### src/verilog/lsu_pkg.sv
`default_nettype none

package lsu_pkg;

    // word index bits of the data RAM, 4 KB in total
    localparam int RAM_ADDR_W = 10;
    localparam int RAM_WORDS  = 1 << RAM_ADDR_W;

    // memory operation carried from decode
    typedef enum logic [3:0] {
        LS_NONE = 4'd0,
        LB      = 4'd1,
        LBU     = 4'd2,
        LH      = 4'd3,
        LHU     = 4'd4,
        LW      = 4'd5,
        LWL     = 4'd6,
        LWR     = 4'd7,
        SB      = 4'd8,
        SH      = 4'd9,
        SW      = 4'd10,
        SWL     = 4'd11,
        SWR     = 4'd12
    } ls_sel_e;

    // one instruction leaving the execute stage
    typedef struct packed {
        logic [31:0] pc;
        // effective address for loads and stores
        logic [31:0] alu_res;
        logic [31:0] rt_data;
        logic        ls_ena;
        ls_sel_e     ls_sel;
        logic        w_reg_ena;
        logic [4:0]  w_reg_dst;
        // 1 selects load data, 0 selects alu_res
        logic        wb_reg_sel;
        logic [1:0]  w_hilo_ena;
        logic [31:0] hi_res;
        logic [31:0] lo_res;
    } ex_mem_req_t;

    // record handed to writeback
    typedef struct packed {
        logic [31:0] pc;
        logic        w_reg_ena;
        logic [4:0]  w_reg_dst;
        logic [31:0] w_reg_data;
        logic [1:0]  w_hilo_ena;
        logic [31:0] hi_res;
        logic [31:0] lo_res;
    } mem_wb_t;

    // one data RAM access
    typedef struct packed {
        logic                  en;
        logic [3:0]            wen;
        logic [RAM_ADDR_W-1:0] addr;
        logic [31:0]           wdata;
    } ram_req_t;

endpackage

`default_nettype wire

### src/verilog/load_writeback.sv
`timescale 1ns/100ps
`default_nettype none

module load_writeback (
    input  wire logic                 req_valid,
    input  wire lsu_pkg::ex_mem_req_t req,
    input  wire logic [31:0]          rdata,
    output logic                      wb_valid_next,
    output lsu_pkg::mem_wb_t          wb_next
);

    logic [1:0]  off;
    logic [31:0] rt;
    logic [7:0]  ld_byte;
    logic [15:0] ld_half;
    logic [31:0] lwl_data;
    logic [31:0] lwr_data;
    logic [31:0] ld_data;
    logic        is_load;

    assign off = req.alu_res[1:0];
    assign rt  = req.rt_data;

    always_comb begin
        case (off)
            2'b00:   ld_byte = rdata[7:0];
            2'b01:   ld_byte = rdata[15:8];
            2'b10:   ld_byte = rdata[23:16];
            default: ld_byte = rdata[31:24];
        endcase
        ld_half = off[1] ? rdata[31:16] : rdata[15:0];
    end

    // LWL fills the top of rt from the low end of the word
    always_comb begin
        case (off)
            2'b00:   lwl_data = {rdata[7:0], rt[23:0]};
            2'b01:   lwl_data = {rdata[15:0], rt[15:0]};
            2'b10:   lwl_data = {rdata[23:0], rt[7:0]};
            default: lwl_data = rdata;
        endcase
    end

    // LWR fills the bottom of rt from byte off upward
    always_comb begin
        case (off)
            2'b00:   lwr_data = rdata;
            2'b01:   lwr_data = {rt[31:24], rdata[31:8]};
            2'b10:   lwr_data = {rt[31:16], rdata[31:16]};
            default: lwr_data = {rt[31:8], rdata[31:24]};
        endcase
    end

    always_comb begin
        ld_data = 32'h0000_0000;
        if (req.ls_ena) begin
            case (req.ls_sel)
                lsu_pkg::LB:  ld_data = {{24{ld_byte[7]}}, ld_byte};
                lsu_pkg::LBU: ld_data = {24'h00_0000, ld_byte};
                lsu_pkg::LH:  ld_data = {{16{ld_half[15]}}, ld_half};
                lsu_pkg::LHU: ld_data = {16'h0000, ld_half};
                lsu_pkg::LW:  ld_data = rdata;
                lsu_pkg::LWL: ld_data = lwl_data;
                lsu_pkg::LWR: ld_data = lwr_data;
                default:      ld_data = 32'h0000_0000;
            endcase
        end
    end

    assign wb_valid_next = req_valid;

    always_comb begin
        wb_next.pc         = req.pc;
        wb_next.w_reg_ena  = req.w_reg_ena;
        wb_next.w_reg_dst  = req.w_reg_dst;
        wb_next.w_reg_data = req.wb_reg_sel ? ld_data : req.alu_res;
        wb_next.w_hilo_ena = req.w_hilo_ena;
        wb_next.hi_res     = req.hi_res;
        wb_next.lo_res     = req.lo_res;
    end

    assign is_load = req.ls_ena &&
                     (req.ls_sel inside {lsu_pkg::LB, lsu_pkg::LBU, lsu_pkg::LH,
                                         lsu_pkg::LHU, lsu_pkg::LW, lsu_pkg::LWL,
                                         lsu_pkg::LWR});

    // decode may only route memory data to the register file for loads
    always_comb begin
        if (req_valid && req.wb_reg_sel) begin
            a_sel_load: assert final (is_load)
                else $error("load_writeback: wb_reg_sel set for sel %0d", req.ls_sel);
        end
    end

endmodule

`default_nettype wire

### config.mk
export PLATFORM = sky130hd
export DESIGN_NAME = load_writeback
export DESIGN_NICKNAME = d
export VERILOG_FILES = /design/src/verilog/lsu_pkg.sv /design/src/verilog/load_writeback.sv
export SDC_FILE = /design/constraint.sdc
export NUM_CORES = 1
export LEC_CHECK = 0
export ABC_AREA = 1
export ABC_CLOCK_PERIOD_IN_PS = 1150
export BUFFER_PORTS_ARGS = -buffer_cell sky130_fd_sc_hd__buf_2
export CORE_AREA = 10 10 127 129
export DETAILED_ROUTE_END_ITERATION = 10
export DIE_AREA = 0 0 137 139
export PLACE_DENSITY = 0.57
export SKIP_LAST_GASP = 1
export SLEW_MARGIN = 20
export SYNTH_ARGS = -nofsm -noshare
export SYNTH_HDL_FRONTEND = slang
export SYNTH_SLANG_ARGS = --single-unit
### constraint.sdc
create_clock -name vclk -period 1.15
set_input_delay 0 -clock vclk [all_inputs]
set_output_delay 0 -clock vclk [all_outputs]
set_load 0.01 [all_outputs]
== Yosys cells after proc, flatten, opt, wreduce, memory -nomap -nowiden ==
Index checks and enable logic that the tools add are counted.
Storage, ports and cells
  flip-flop bits (word level): 0
  input port bits: 207
  output and inout port bits: 137
Cells by class
  multiplexer cells: 7
  equality and inequality tests: 9
  reduce and logical (&&, ||, !) cells: 1
Operator list (count)
  one-hot mux 32 bit (7 select lines): 1
  one-hot mux 32 bit (3 select lines): 2
  2-to-1 mux 32 bit: 2
  one-hot mux 8 bit (3 select lines): 1
  == test 4 x 3 -> 1 bit, second input constant: 4
  2-to-1 mux 16 bit: 1
  == test 4 x 2 -> 1 bit, second input constant: 2
  == test 4 x 1 -> 1 bit, second input constant: 1
  == test 2 x 1 -> 1 bit, second input constant: 1
  == test 2 bit, second input constant: 1
  logical NOT 2 bit: 1

== Longest topological paths before layout ==
Gate-level depths: netlist of run 1.
  depth after elaboration: 5
  depth in mapped cells: 11
  mapped depth without buffers: 10

== Least setup slack after synthesis of run 1 ==
OpenSTA, ideal clock, no wires.
  path type: input -> output
  start: input port req[111] (netlist bit)
  end: output port wb_next[90] (netlist bit)
  arrival time: 1.012 ns
  required time: 1.150 ns
  stages: 9
  slack: 0.138 ns
  path buffers: 2
  path through: buf_6 > nor2_1 > nand2_1 > nand3_1 > nand3b_4 > nand2_4 > buf_6 > o21ai_1 > nand2_1
RTL lines
  start: declaration: RTL line load_writeback.sv:6  | input wire lsu_pkg::ex_mem_req_t req,
  end: declaration: RTL line load_writeback.sv:9  | output lsu_pkg::mem_wb_t wb_next

==> results.json, run 1 <==
{
  "post-route-drc-count": 0,
  "hold_viol_final": 0,
  "ys_seq_area_frac": 0,
  "ys_warn_count": 0,
  "worstPathCellList": "buf_8 > nor2_4 > nand2_4 > inv_6 > clkbuf_16 > nand2_4 > nand2_2 > nor2_1 > nand3_1 > nand2_1 > nand2_1 > buf_2",
  "die_h_um": 139,
  "antenna_left": 0,
  "syn_inst": 706,
  "maxSlewHeadroom": 0.817,
  "outcome": "finished, violations left",
  "seq_cells": 0,
  "finalNetCount": 984,
  "fillCellCount": 1599,
  "layout-drive-gt1-share": 0.396,
  "met3_usage": 0.0351,
  "place_congestion": 0.962,
  "whs_ns": 0.00000447,
  "grt_max_degree": 39,
  "start_kind": "input pin",
  "netlist-cell-type-count": 23,
  "grt_pass1_vias": 4464,
  "worstMarginPinSlew_ns": 0.274,
  "p_total_uw": 1530,
  "fin_crit_ns": 1.20,
  "syn_area_sq_um": 3350,
  "pin_count": 344,
  "worstHoldPathType": "in2out",
  "grt_antenna_before_repair": 4,
  "criticalPathCategory": "in2out",
  "timing.fmax_mhz": 834,
  "irDropWorstVdd_mv": 0.169,
  "wirelength_um": 17100,
  "grt_util_met1": 0.194,
  "p_leak_uw": 0.00257,
  "grt_busiest_layer": "met2",
  "fin_crit_sh": 1.04,
  "cp.required_ns": 1.15,
  "area_delta_synth_final_pct": 37.4,
  "drv_cap": 0,
  "die_area_sq_um": 19000,
  "dp_hpwl_um": 13200,
  "clock_buffers": 0,
  "postCtsHoldBufs": 0,
  "p_per_area_nw_per_um2": 333,
  "overflow": 0,
  "dr.pass1.iters": 5,
  "regArea_sq_um": 0,
  "synth_nets": 913,
  "vias": 4602,
  "drt-initial-drc-count": 283,
  "violations": "setup timing",
  "setup_ws_ns": -0.0497,
  "critPathSlowestCell": "nor2_4",
  "cp_max_fo": 5,
  "cp.arrival_ns": 1.20,
  "wl_per_cell_um": 17.9,
  "setup_violations": 16,
  "antenna_cells": 0,
  "syn_area_per_cell_sq_um": 4.74,
  "grt_use_met2": 0.272,
  "grt_pass1_wl_um": 25100,
  "rows": 43,
  "cp-end-kind": "output port",
  "io_buffer_count": 134,
  "slowest_delay_ns": 0.21,
  "fp.coreArea_sq_um": 13700,
  "die_w_um": 137,
  "initial_core_util": 0.245,
  "rsz0062_at_grt": "yes",
  "final_max_slew_viol_count": 0,
  "grt.total_usage": 0.164,
  "viasPerCell": 4.82
}
==> report_power, final <==
part / switching, uW / total (uW) / internal (uW)
Sequential: 0 / 0 / 0
Clock: 0 / 0 / 0
Combinational: 855 / 1530 / 676
==> critical path: cells and delay by family <==
family / cells / cell delay (ns)
AND/OR/NAND/NOR: 8 / 0.70
buffers and inverters: 4 / 0.49
==> what timing repair did <==
item	in CTS	in global routing
endpoints found under the setup margin	32	32
cloned	2	3
pin swaps	15	47
hold endpoints to repair	0	0
resized for setup	90	97
setup buffers	4	6
==> synthesized netlist by cell type, drive strengths merged <==
master | instances | share of area
nand2 | 313 | 0.35
buf | 129 | 0.28
nand3 | 87 | 0.13
o21ai | 56 | 0.084
nor2 | 51 | 0.059
inv | 39 | 0.044
clkbuf | 9 | 0.010
a21oi | 6 | 0.0090
or2 | 5 | 0.0093
o21bai | 4 | 0.0090
clkinv | 3 | 0.0034
nand3b | 2 | 0.0082
nand4 | 1 | 0.0019
o211ai | 1 | 0.0022
==> path summary, 6_finish.rpt <==
| path | startpoint | end | slack [ns] | depth (start not counted) |
|---|---|---|---|---|
| worst min-delay path | req[51] | wb_next[51] | 0.000004 | 0 |
| worst max-delay path | req[76] | wb_next[76] | -0.05 | 12 |
==> logic make-up after synthesis <==
family,Yosys count,share of synthesized area
AO/OA/AOI/OAI,67,0.104
AND/OR/NAND/NOR,459,0.562
buffers and inverters,180,0.334
==> metal layers <==
metal  up-vias  part of all wire
met4         8             0.057
met1      2000              0.39
met2       240              0.46
met3        97             0.088
met5         -            0.0036
li1       2257                 -
==> through the flow <==
step / TNS (ns) / setup WS (ns) / util / cell area [sq um] / std cells
5_1_grt: -2.75 / -0.128 / 0.336 / 4600 / 955
4_1_cts: -0.560 / -0.0715 / 0.305 / 4170 / 947
6_report: -0.321 / -0.0497 / 0.336 / 4600 / 955
3_3_place_gp: -6.77 / -0.265 / 0.279 / 3810 / 941
3_5_place_dp: -7.12 / -0.280 / 0.279 / 3810 / 941
2_1_floorplan: 0 / 0.138 / - / 3350 / 706
==> cell usage in the layout, fill, tap and decap left out, drive strengths merged, types with 4 or more instances in the layout <==
cell type and n:
o21ai 56, nor2 51, nand3 87, o21bai 4, or2 5, inv 40
a21oi 6, nand2 313, clkbuf 4, buf 203
==> cell type report <==
cell class         count  area, sq um  area share
inverters             42          176      0.0384
repair buffers       207         1580       0.344
well taps            180          225      0.0490
multi-input cells    526         2610       0.568
Power figures use the tool's default switching activity.
==> inputs of run 2 (changes only) <==
--- a/config.mk
+++ b/config.mk
@@ -6,14 +6,13 @@
 export NUM_CORES = 1
 export LEC_CHECK = 0
 export ABC_AREA = 1
-export ABC_CLOCK_PERIOD_IN_PS = 1150
 export BUFFER_PORTS_ARGS = -buffer_cell sky130_fd_sc_hd__buf_2
 export CORE_AREA = 10 10 127 129
 export DETAILED_ROUTE_END_ITERATION = 10
 export DIE_AREA = 0 0 137 139
 export PLACE_DENSITY = 0.57
+export REMOVE_ABC_BUFFERS = 1
 export SKIP_LAST_GASP = 1
-export SLEW_MARGIN = 20
 export SYNTH_ARGS = -nofsm -noshare
 export SYNTH_HDL_FRONTEND = slang
 export SYNTH_SLANG_ARGS = --single-unit
==> run 2 against run 1 <==
Largest cell class unchanged; die area unchanged; cell count up 0.21%; wire length up 83%; global-route usage up 14 points; the flow still finishes with violations (setup timing); sequential share of layout area unchanged.
==> results.json, run 2 (synthesized netlist as in run 1, its figures left out) <==
{
  "die_h_um": 139,
  "cp_max_fo": 13,
  "place_congestion": 1.01,
  "outcome": "finished, violations left",
  "irDropWorstVdd_mv": 0.139,
  "final_cells": 957,
  "viasPerCell": 5.16,
  "final_common_cell": "nand2_1",
  "antenna_left": 0,
  "pin_count": 344,
  "die_area_sq_um": 19000,
  "grt_max_degree": 33,
  "grt_use_met2": 0.479,
  "dp.cells": 944,
  "vias": 4934,
  "start_kind": "input pin",
  "timing.fmax_mhz": 801,
  "cp-end-kind": "output port",
  "grt_antenna_before_repair": 0,
  "worstHoldPathType": "in2out",
  "min_from": "req[16]",
  "setup.worst_path.start": "req[111]",
  "slowest_delay_ns": 0.15,
  "die_w_um": 137,
  "worstMarginPinSlew_ns": 0.242,
  "setup_tns_ns": -1.14,
  "cp.arrival_ns": 1.25,
  "dp_hpwl_um": 27000,
  "grt_util_met1": 0.221,
  "layout-drive-gt1-share": 0.367,
  "regArea_sq_um": 0,
  "crit_top_cell": "nand2_1",
  "initial_core_util": 0.245,
  "grt_pass1_vias": 4573,
  "p_leak_uw": 0.00260,
  "io_buffer_count": 134,
  "finalNetCount": 985,
  "clock_buffers": 0,
  "hold_viol_final": 0,
  "worstPathCellList": "buf_12 > buf_8 > nor2_4 > buf_4 > clkbuf_16 > nand2_1 > nand3_1 > nand2_1 > nand3_1 > o21ai_2 > nand2_1 > buf_6",
  "fillCellCount": 1587,
  "violations": "setup timing",
  "seq_cells": 0,
  "grt_pass1_wl_um": 40100,
  "grt.total_usage": 0.302,
  "final_cell_mix": "nand2_1, buf_2, nand3_1",
  "area_delta_synth_final_pct": 37.2,
  "final_max_slew_viol_count": 0,
  "p_per_area_nw_per_um2": 333,
  "setup_violations": 28,
  "fin_crit_sh": 1.09,
  "post-route-drc-count": 0,
  "fp.coreArea_sq_um": 13700,
  "wl_per_cell_um": 32.7,
  "cp.required_ns": 1.15,
  "setup_ws_ns": -0.0978,
  "rows": 43,
  "fin_crit_ns": 1.25,
  "drv_cap": 0,
  "rsz0062_at_grt": "yes",
  "critPathSlowestCell": "nor2_4",
  "grt_busiest_layer": "met2",
  "multi_input_area_sq_um": 2580,
  "drt-initial-drc-count": 437,
  "wirelength_um": 31300,
  "maxSlewHeadroom": 0.837,
  "overflow": 0,
  "dr.pass1.iters": 6,
  "criticalPathCategory": "in2out",
  "met3_usage": 0.351
}
run 2: timing repair:
| item | CTS | global route |
|---|---|---|
| resized for setup | 101 | 66 |
| cloned | 1 | 4 |
| setup endpoints to repair | 32 | 32 |
| hold buffers | 0 | 0 |
| hold endpoints to repair | 0 | 0 |
| setup buffers | 4 | 6 |
| pin swaps | 27 | 37 |
run 2: final cells by class:
cell class | count | area share
inverters | 42 | 0.0406
diodes | 1 | 0.000545
multi-input cells | 527 | 0.561
well taps | 180 | 0.0491
repair buffers | 207 | 0.348
run 2: metrics by stage:
stage | hold slack, ns | power (uW) | util | cell area [sq um] | setup slack [ns]
floorplan | 0 | 540 | - | 2380 | -0.353
global placement | 0.000129 | 1250 | 0.283 | 3870 | -0.211
detailed placement | 0.000129 | 1250 | 0.283 | 3870 | -0.217
CTS | 0.000129 | 1380 | 0.309 | 4220 | -0.0350
global route | 0.0000735 | 1670 | 0.336 | 4590 | -0.162
finish | 0.000114 | 1530 | 0.336 | 4590 | -0.0978
run 2: report_power, final:
part,switching (uW),internal [uW],total (uW)
clock network,0,0.000116,0.000117
logic,864,666,1530
registers,0,0,0
total,864,666,1530
run 2: worst paths after layout:
check  cells past startpoint          end  slack [ns]
max                       12  wb_next[86]        -0.1
min                        0  wb_next[16]      0.0001
run 2: layer usage:
layer,routed length [um],vias to the layer above,part of all wire
li1,-,2255,-
met1,7150,2114,0.23
met2,13900,507,0.44
met3,8600,54,0.28
met4,1490,4,0.048
met5,117,-,0.0037
run 2: critical path: cells and delay by family:
family                 cells  cell delay (ns)
AOI/OAI and AO/OA          1             0.05
and+or+nand+nor            6             0.52
buffers and inverters      5             0.66
