$ cat config.mk
export PLATFORM = sky130hd
export DESIGN_NAME = store_format
export DESIGN_NICKNAME = d
export VERILOG_FILES = /design/src/verilog/lsu_pkg.sv /design/src/verilog/store_format.sv
export SDC_FILE = /design/constraint.sdc
export NUM_CORES = 1
export LEC_CHECK = 0
export BUFFER_PORTS_ARGS = -buffer_cell sky130_fd_sc_hd__buf_2
export CAP_MARGIN = 20
export CORE_AREA = 2 2 87 89
export DETAILED_ROUTE_END_ITERATION = 7
export DIE_AREA = 0 0 89 91
export PLACE_DENSITY = 0.66
export SLEW_MARGIN = 20
export SYNTH_ARGS = -nofsm -noshare
export SYNTH_HDL_FRONTEND = slang
export SYNTH_SLANG_ARGS = --single-unit
$ cat constraint.sdc
create_clock -name vclk -period 3.1
set_input_delay 0.465 -clock vclk [all_inputs]
set_output_delay 0.465 -clock vclk [all_outputs]
set_load 0.02 [all_outputs]
$ cat src/verilog/lsu_pkg.sv
`default_nettype none

package lsu_pkg;

    // word index bits of the data RAM, 4 KB in total
    localparam int RAM_ADDR_W = 10;
    localparam int RAM_WORDS  = 1 << RAM_ADDR_W;

    // memory operation carried from decode
    typedef enum logic [3:0] {
        LS_NONE = 4'd0,
        LB      = 4'd1,
        LBU     = 4'd2,
        LH      = 4'd3,
        LHU     = 4'd4,
        LW      = 4'd5,
        LWL     = 4'd6,
        LWR     = 4'd7,
        SB      = 4'd8,
        SH      = 4'd9,
        SW      = 4'd10,
        SWL     = 4'd11,
        SWR     = 4'd12
    } ls_sel_e;

    // one instruction leaving the execute stage
    typedef struct packed {
        logic [31:0] pc;
        // effective address for loads and stores
        logic [31:0] alu_res;
        logic [31:0] rt_data;
        logic        ls_ena;
        ls_sel_e     ls_sel;
        logic        w_reg_ena;
        logic [4:0]  w_reg_dst;
        // 1 selects load data, 0 selects alu_res
        logic        wb_reg_sel;
        logic [1:0]  w_hilo_ena;
        logic [31:0] hi_res;
        logic [31:0] lo_res;
    } ex_mem_req_t;

    // record handed to writeback
    typedef struct packed {
        logic [31:0] pc;
        logic        w_reg_ena;
        logic [4:0]  w_reg_dst;
        logic [31:0] w_reg_data;
        logic [1:0]  w_hilo_ena;
        logic [31:0] hi_res;
        logic [31:0] lo_res;
    } mem_wb_t;

    // one data RAM access
    typedef struct packed {
        logic                  en;
        logic [3:0]            wen;
        logic [RAM_ADDR_W-1:0] addr;
        logic [31:0]           wdata;
    } ram_req_t;

endpackage

`default_nettype wire

$ cat src/verilog/store_format.sv
`timescale 1ns/100ps
`default_nettype none

module store_format (
    input  wire logic                 ex_valid,
    input  wire lsu_pkg::ex_mem_req_t ex_req,
    output lsu_pkg::ram_req_t         ram_req
);

    logic [1:0]  off;
    logic [31:0] rt;
    logic        ram_en;
    logic [3:0]  wen;
    logic [31:0] wdata;
    logic        misaligned;

    assign off    = ex_req.alu_res[1:0];
    assign rt     = ex_req.rt_data;
    assign ram_en = ex_valid & ex_req.ls_ena;

    // byte lane mask and lane placement of the store data
    always_comb begin
        wen   = 4'b0000;
        wdata = 32'h0000_0000;
        case (ex_req.ls_sel)
            lsu_pkg::SB: begin
                wen   = 4'b0001 << off;
                wdata = {4{rt[7:0]}};
            end
            lsu_pkg::SH: begin
                wen   = off[1] ? 4'b1100 : 4'b0011;
                wdata = {2{rt[15:0]}};
            end
            lsu_pkg::SW: begin
                wen   = 4'b1111;
                wdata = rt;
            end
            // lanes 0..off take the upper bytes of rt
            lsu_pkg::SWL: begin
                wen   = 4'b1111 >> (2'd3 - off);
                wdata = rt >> {(2'd3 - off), 3'b000};
            end
            // lanes off..3 take the lower bytes of rt
            lsu_pkg::SWR: begin
                wen   = 4'b1111 << off;
                wdata = rt << {off, 3'b000};
            end
            default: begin
                wen   = 4'b0000;
                wdata = 32'h0000_0000;
            end
        endcase
    end

    always_comb begin
        ram_req.en    = ram_en;
        ram_req.wen   = ram_en ? wen : 4'b0000;
        ram_req.addr  = ex_req.alu_res[lsu_pkg::RAM_ADDR_W+1:2];
        ram_req.wdata = wdata;
    end

    // no address exceptions here, execute must hand over aligned halves and words
    always_comb begin
        case (ex_req.ls_sel)
            lsu_pkg::LH,
            lsu_pkg::LHU,
            lsu_pkg::SH:  misaligned = off[0];
            lsu_pkg::LW,
            lsu_pkg::SW:  misaligned = (off != 2'b00);
            default:      misaligned = 1'b0;
        endcase
    end

    always_comb begin
        if (ram_en) begin
            a_aligned: assert final (!misaligned)
                else $error("store_format: misaligned access, sel %0d addr %h",
                            ex_req.ls_sel, ex_req.alu_res);
        end
    end

endmodule

`default_nettype wire

Yosys cells after proc, flatten, opt, wreduce, memory -nomap -nowiden --
Cells that the tools add are included.
Cells by class: $add $sub $neg 1, equal/unequal tests 5, shift operators 5, muxes and demuxes 4, bitwise logic cells 1
Operators with widths (number):
- $pmux 32 s5 | 1
- $shl 32x5->32 | 1
- $shr 32x5->32 | 1
- $eq 4x4->1 const B | 5
- $pmux 4 s5 | 1
- $mux 4 | 2
- $shl 1x2->4 const A | 1
- $shl 4x2->4 const A | 1
- $shr 4x2->4 const A | 1
- $sub 2x2->2 const A | 1
- $and 1x1->1 | 1
Storage, ports and cells: register bits after elaboration 0, input port bits 175, output and inout bits 47, word-level logic and storage cells 16

Longest topological paths before layout --
Gate-level depths: netlist (run 1).
depth in word-level cells 4, gate-level depth with buffers 6, gate-level depth less buffers 3

Worst setup path before layout (run 1) --
OpenSTA, ideal clock, no wires.
kind in2out, start point in ex_req[111] (netlist name), end point out ram_req[44] (netlist name), arrival 1.764 ns, data required time 2.635 ns, path slack 0.871 ns, stages 6, buffers on the path 3, cells stage by stage buf_2 > buf_2 > buf_2 > nor2b_1 > nor2_1 > a211oi_1
RTL lines:
- from (decl) | RTL line store_format.sv:6 | input wire lsu_pkg::ex_mem_req_t ex_req,
- to (decl) | RTL line store_format.sv:7 | output lsu_pkg::ram_req_t ram_req

==> run_summary.xml, run 1 <==
<?xml version="1.0" encoding="UTF-8"?>
<metrics>
  <group name="status">
    <metric name="status" unit="">finished, final reports clean</metric>
  </group>
  <group name="power">
    <metric name="power_switching" unit="mW">0.193</metric>
    <metric name="share_clk_of_total_power" unit="">0</metric>
    <metric name="internal-power" unit="mW">0.131</metric>
    <metric name="static-leakage-power" unit="nW">1.03</metric>
    <metric name="seq_power_share" unit="">0</metric>
    <metric name="worst_ir_drop_on_vdd" unit="mV">0.0560</metric>
    <metric name="power_density" unit="nW/um2">148</metric>
    <metric name="overall_power" unit="mW">0.324</metric>
    <metric name="p_comb_frac" unit="">1.000</metric>
    <metric name="switching_share" unit="">0.596</metric>
  </group>
  <group name="logic_synthesis">
    <metric name="number_of_cells_produced_by_synthesis" unit="">237</metric>
    <metric name="yosys.area.top_type" unit="">mux2i_1</metric>
    <metric name="synth.distinct_cells" unit="">42</metric>
    <metric name="synth.top_cells.by_count" unit="">mux2i_1 (39), o221ai_1 (16), buf_2 (15), mux2_1 (15), nor2b_1 (15)</metric>
    <metric name="synthMostInstantiatedCell" unit="">mux2i_1</metric>
    <metric name="syn_area" unit="um2">1840</metric>
    <metric name="synth_seq_area_share" unit="">0</metric>
    <metric name="yosys-top-cells-area" unit="">mux2i_1 (21%), mux2_1 (9.2%), o221ai_1 (7.6%)</metric>
    <metric name="yosysWarnings" unit="">0</metric>
    <metric name="netlist.area_leader.share" unit="">0.213</metric>
    <metric name="syn-mean-instance-area" unit="um2">7.75</metric>
    <metric name="synth.net_count" unit="">412</metric>
  </group>
  <group name="clocking">
    <metric name="post_cts_resize_count" unit="">0</metric>
    <metric name="cts_hold_repair.buffers" unit="">0</metric>
    <metric name="cts_post_setup_buffers_inserted" unit="">0</metric>
  </group>
  <group name="die">
    <metric name="fp.dieW" unit="um">89</metric>
    <metric name="die_height" unit="um">91</metric>
    <metric name="die_area" unit="um2">8100</metric>
    <metric name="design.portCount" unit="">222</metric>
    <metric name="core_region_area" unit="um2">7140</metric>
    <metric name="starting_density" unit="">0.257</metric>
    <metric name="core.rowCount" unit="">31</metric>
  </group>
  <group name="final_layout">
    <metric name="nFlopsAndLatches" unit="">0</metric>
    <metric name="antenna_cells" unit="">0</metric>
    <metric name="areaGrowthSynthToFinish" unit="%">19.4</metric>
    <metric name="finalNetCount" unit="">459</metric>
    <metric name="final_layout_size_suffix_gt1_frac" unit="">0.319</metric>
    <metric name="num-fill-cells" unit="">814</metric>
    <metric name="fin_util" unit="">0.307</metric>
    <metric name="final-seq-area" unit="um2">0</metric>
    <metric name="count_of_clock_net_buffers_in_the_final_layout" unit="">0</metric>
  </group>
  <group name="timing">
    <metric name="finalCritPeriodShare" unit="">0.860</metric>
    <metric name="rsz0062_at_grt" unit="">false</metric>
    <metric name="timing_max_transition_violations_final" unit="">0</metric>
    <metric name="worst_slew_pin_slew" unit="ps">786</metric>
    <metric name="max_slew_margin" unit="">0.475</metric>
    <metric name="fin_setup_tns" unit="ps">0</metric>
    <metric name="final_worst_path_setup_slack" unit="ps">434</metric>
    <metric name="report.final.setup_viol" unit="">0</metric>
    <metric name="maxClockFrequency" unit="GHz">0.375</metric>
    <metric name="finalCriticalPeriod" unit="ps">2670</metric>
    <metric name="hold_violations" unit="">0</metric>
  </group>
  <group name="setup_path">
    <metric name="cell_family_contributing_the_most_delay_on_the_critical_path" unit="">simple AND/OR/NAND/NOR gates</metric>
    <metric name="worstPathMaxFanout" unit="">23</metric>
    <metric name="critical_path_buf_inv_count" unit="">2</metric>
    <metric name="critical_path.most_common_cell" unit="">buf_2</metric>
    <metric name="cp_cell_sequence" unit="">buf_2 &gt; nor2b_1 &gt; a2bb2oi_1 &gt; o221ai_1 &gt; buf_2</metric>
    <metric name="cpMaxStageDelayCell" unit="">nor2b_1</metric>
    <metric name="endpoint_kind" unit="">primary output</metric>
    <metric name="startpoint_type" unit="">primary input</metric>
    <metric name="worst_path_largest_cell_delay" unit="ps">710</metric>
    <metric name="data_required_critical_path" unit="ps">2630</metric>
    <metric name="cp.arrival" unit="ps">2200</metric>
    <metric name="timing.setup.critical_path_class" unit="">primary input to primary output</metric>
  </group>
  <group name="place">
    <metric name="numPortBuffers" unit="">77</metric>
    <metric name="gp_congestion" unit="">0.855</metric>
    <metric name="hpwl" unit="mm">5.22</metric>
    <metric name="placement.setup.worst_slack" unit="ps">500</metric>
  </group>
  <group name="global_routing">
    <metric name="grt_pass1_vias" unit="">1935</metric>
    <metric name="track_usage" unit="">0.161</metric>
    <metric name="antenna_violations_before_repair" unit="">0</metric>
    <metric name="grt_start_max_net_pins" unit="">35</metric>
    <metric name="grt_first_pass_wirelength" unit="mm">10.6</metric>
    <metric name="grt_overflow" unit="">0</metric>
  </group>
  <group name="run">
    <metric name="timing.max_cap.violations" unit="">0</metric>
  </group>
  <group name="route">
    <metric name="post-route-drc-count" unit="">0</metric>
    <metric name="wl_per_cell" unit="um">18.7</metric>
    <metric name="viasPerCell" unit="">5.76</metric>
    <metric name="vias" unit="">2196</metric>
    <metric name="routed_wl" unit="mm">7.11</metric>
    <metric name="drtIter0Drc" unit="">171</metric>
    <metric name="ant_nets" unit="">0</metric>
    <metric name="firstDrtPassIters" unit="">4</metric>
  </group>
  <group name="min_path">
    <metric name="worst_hold_path_type" unit="">primary input to primary output</metric>
  </group>
</metrics>
logic make-up (layout without fill, tap and decap cells):
family / after synthesis / after routing / share of synthesized area
AOI/OAI and AO/OA: 91 / 91 / 0.396
xor gates and xnor gates: 2 / 2 / 0.00954
buffers and inverters: 44 / 89 / 0.133
muxes: 55 / 55 / 0.311
and+or+nand+nor: 45 / 45 / 0.151
cells in the final DEF (no fill, tap or decap), drive strengths merged, types with 3 or more instances in the layout:
master    n
mux2     16
mux2i    39
nor2b    15
a22oi     7
o21ai     3
a22o      8
buf      86
nand3    10
o221ai   16
inv       3
a21oi    11
and3      4
a211o     8
o2bb2ai   8
a31oi     8
a2bb2oi   9
a221o     7
area by class of cell:
type / instances / area, um2 / area share
multi-input combinational: 193 / 1590 / 0.726
timing repair buffer: 86 / 465 / 0.212
tap: 99 / 124 / 0.0565
inverter: 3 / 11.3 / 0.00513
per-stage QoR:
| stage | hold slack, ps | instance area (um2) | cells |
|---|---|---|---|
| floorplan | 1040 | 1840 | 237 |
| global placement | 930 | 2190 | 381 |
| detailed placement | 930 | 2190 | 381 |
| CTS | 930 | 2190 | 381 |
| global route | 930 | 2190 | 381 |
| finish | 930 | 2190 | 381 |
metal layers:
metal | share of wire | GRT usage | vias to the layer above
li1 | - | - | 1039
met1 | 0.47 | 0.252 | 1025
met2 | 0.42 | 0.243 | 127
met3 | 0.11 | 0.0218 | 5
met4 | 0.0070 | 0.00995 | 0
met5 | 0 | 0 | -
power groups by stage:
| stage | Sequential (mW) | Clock (mW) | Combinational, mW |
|---|---|---|---|
| after global placement | 0 | 0 | 0.313 |
| after CTS | 0 | 0 | 0.321 |
| after floorplan | 0 | 0 | 0.234 |
| after detailed placement | 0 | 0 | 0.320 |
| final | 0 | 0 | 0.324 |
| after global routing | 0 | 0 | 0.348 |
worst paths after layout:
| check | startpoint | end | slack (ps) | depth (start not counted) |
|---|---|---|---|---|
| setup / recovery | ex_req[110] | ram_req[19] | 430 | 5 |
| hold / removal | ex_req[115] | ram_req[35] | 930 | 0 |
(Power assumes the default switching activity.)
==> inputs of run 2 (changes only) <==
- CELL_PAD_IN_SITES_DETAIL_PLACEMENT: not set -> 1
- CELL_PAD_IN_SITES_GLOBAL_PLACEMENT: not set -> 2
- CORE_AREA: 2 2 87 89 -> not set
- CORE_ASPECT_RATIO: not set -> 1.75
- CORE_MARGIN: not set -> 2
- CORE_UTILIZATION: not set -> 16
- DIE_AREA: 0 0 89 91 -> not set
- PLACE_DENSITY: 0.66 -> not set
- PLACE_DENSITY_LB_ADDON: not set -> 0.1
==> run 2 against run 1 <==
Compared with the run above:
- power rose by 4.6%
- die area increased by 53%
- worst setup slack worse by 41 ps
- critical path type unchanged
==> run_summary.xml, run 2 (synthesized netlist as in run 1, its figures left out) <==
<?xml version="1.0" encoding="UTF-8"?>
<metrics>
  <group name="status">
    <metric name="status" unit="">finished, final reports clean</metric>
  </group>
  <group name="route">
    <metric name="post-route-drc-count" unit="">0</metric>
    <metric name="viasPerCell" unit="">5.14</metric>
    <metric name="firstDrtPassIters" unit="">4</metric>
    <metric name="ant_nets" unit="">0</metric>
    <metric name="vias" unit="">2150</metric>
    <metric name="wl_per_cell" unit="um">21.5</metric>
    <metric name="drtIter0Drc" unit="">73</metric>
    <metric name="routed_wl" unit="mm">9.00</metric>
  </group>
  <group name="setup_path">
    <metric name="worstPathMaxFanout" unit="">16</metric>
    <metric name="critical_path_buf_inv_count" unit="">2</metric>
    <metric name="data_required_critical_path" unit="ps">2630</metric>
    <metric name="cp_cell_sequence" unit="">buf_2 &gt; nor2b_1 &gt; a22oi_1 &gt; o221ai_1 &gt; buf_2</metric>
    <metric name="startpoint_type" unit="">primary input</metric>
    <metric name="cpMaxStageDelayCell" unit="">nor2b_1</metric>
    <metric name="cp.arrival" unit="ps">2240</metric>
    <metric name="worst_path_largest_cell_delay" unit="ps">800</metric>
    <metric name="timing.setup.critical_path_class" unit="">primary input to primary output</metric>
    <metric name="endpoint_kind" unit="">primary output</metric>
    <metric name="critical_path.most_common_cell" unit="">buf_2</metric>
    <metric name="cell_family_contributing_the_most_delay_on_the_critical_path" unit="">simple AND/OR/NAND/NOR gates</metric>
  </group>
  <group name="timing">
    <metric name="rsz0062_at_grt" unit="">false</metric>
    <metric name="final_worst_path_setup_slack" unit="ps">393</metric>
    <metric name="finalCritPeriodShare" unit="">0.873</metric>
    <metric name="maxClockFrequency" unit="GHz">0.369</metric>
    <metric name="finalCriticalPeriod" unit="ps">2710</metric>
    <metric name="timing_max_transition_violations_final" unit="">0</metric>
    <metric name="worst_slew_pin_slew" unit="ps">994</metric>
    <metric name="max_slew_margin" unit="">0.336</metric>
    <metric name="report.final.setup_viol" unit="">0</metric>
    <metric name="fin_setup_tns" unit="ps">0</metric>
    <metric name="hold_violations" unit="">0</metric>
  </group>
  <group name="final_layout">
    <metric name="antenna_cells" unit="">0</metric>
    <metric name="final-seq-area" unit="um2">0</metric>
    <metric name="finalNetCount" unit="">463</metric>
    <metric name="mostFrequentLayoutCells" unit="">buf_2 (77), mux2i_1 (39), o221ai_1 (16), nor2b_1 (15), mux2_1 (15)</metric>
    <metric name="final_common_cell" unit="">buf_2</metric>
    <metric name="fin_util" unit="">0.203</metric>
    <metric name="count_of_clock_net_buffers_in_the_final_layout" unit="">0</metric>
    <metric name="areaGrowthSynthToFinish" unit="%">23.3</metric>
    <metric name="final_layout_size_suffix_gt1_frac" unit="">0.329</metric>
    <metric name="nFlopsAndLatches" unit="">0</metric>
  </group>
  <group name="global_routing">
    <metric name="track_usage" unit="">0.141</metric>
    <metric name="busiest_layer" unit="">met2</metric>
    <metric name="global_route.usage.met1" unit="">0.205</metric>
    <metric name="grt_first_pass_wirelength" unit="mm">14.2</metric>
    <metric name="groute.layer.met3.usage" unit="">0.00794</metric>
    <metric name="grt_start_max_net_pins" unit="">33</metric>
    <metric name="grt_pass1_vias" unit="">2290</metric>
    <metric name="met2_usage" unit="">0.240</metric>
    <metric name="antenna_violations_before_repair" unit="">0</metric>
    <metric name="grt_overflow" unit="">0</metric>
  </group>
  <group name="die">
    <metric name="fp.dieW" unit="um">85.0</metric>
    <metric name="die_area" unit="um2">12400</metric>
    <metric name="core_region_area" unit="um2">11200</metric>
    <metric name="design.portCount" unit="">222</metric>
    <metric name="die_height" unit="um">146</metric>
    <metric name="starting_density" unit="">0.164</metric>
    <metric name="core.rowCount" unit="">51</metric>
  </group>
  <group name="place">
    <metric name="hpwl" unit="mm">6.71</metric>
    <metric name="placement.setup.worst_slack" unit="ps">323</metric>
    <metric name="gp_congestion" unit="">0.738</metric>
    <metric name="numPortBuffers" unit="">77</metric>
  </group>
  <group name="clocking">
    <metric name="cts_hold_repair.buffers" unit="">0</metric>
    <metric name="post_cts_resize_count" unit="">0</metric>
    <metric name="cts_post_setup_buffers_inserted" unit="">0</metric>
  </group>
  <group name="power">
    <metric name="worst_ir_drop_on_vdd" unit="mV">0.0527</metric>
    <metric name="overall_power" unit="mW">0.339</metric>
    <metric name="power_density" unit="nW/um2">150</metric>
    <metric name="static-leakage-power" unit="nW">1.05</metric>
  </group>
  <group name="run">
    <metric name="timing.max_cap.violations" unit="">0</metric>
  </group>
  <group name="min_path">
    <metric name="worst_hold_path_type" unit="">primary input to primary output</metric>
  </group>
</metrics>
-- run 2: layout make-up --
cell class / count / area, um2
Fill cell: 1363 / 8900
Multi-Input combinational cell: 193 / 1590
Timing Repair Buffer: 90 / 495
Tap cell: 132 / 165
Inverter: 3 / 11.3
-- run 2: through the flow --
step | instance area (um2) | hold WS [ps] | std cells
floorplan | 1840 | 1040 | 237
global placement | 2260 | 930 | 418
detailed placement | 2260 | 930 | 418
CTS | 2260 | 930 | 418
global route | 2260 | 930 | 418
finish | 2260 | 930 | 418
-- run 2: per-layer routing --
layer | share of wire | routed length [um]
met1 | 0.48 | 4310
met2 | 0.49 | 4390
met3 | 0.032 | 291
met4 | 0.00078 | 7
met5 | 0 | 0
-- run 2: report_power, final --
part	switching, mW	internal, mW
Combinational	0.205	0.134
Clock	0	0
Sequential	0	0
-- run 2: final timing paths --
check   startpoint          end  cells after the start  slack (ps)
min    ex_req[117]  ram_req[37]                      0         930
max     ex_req[73]  ram_req[11]                      5         390
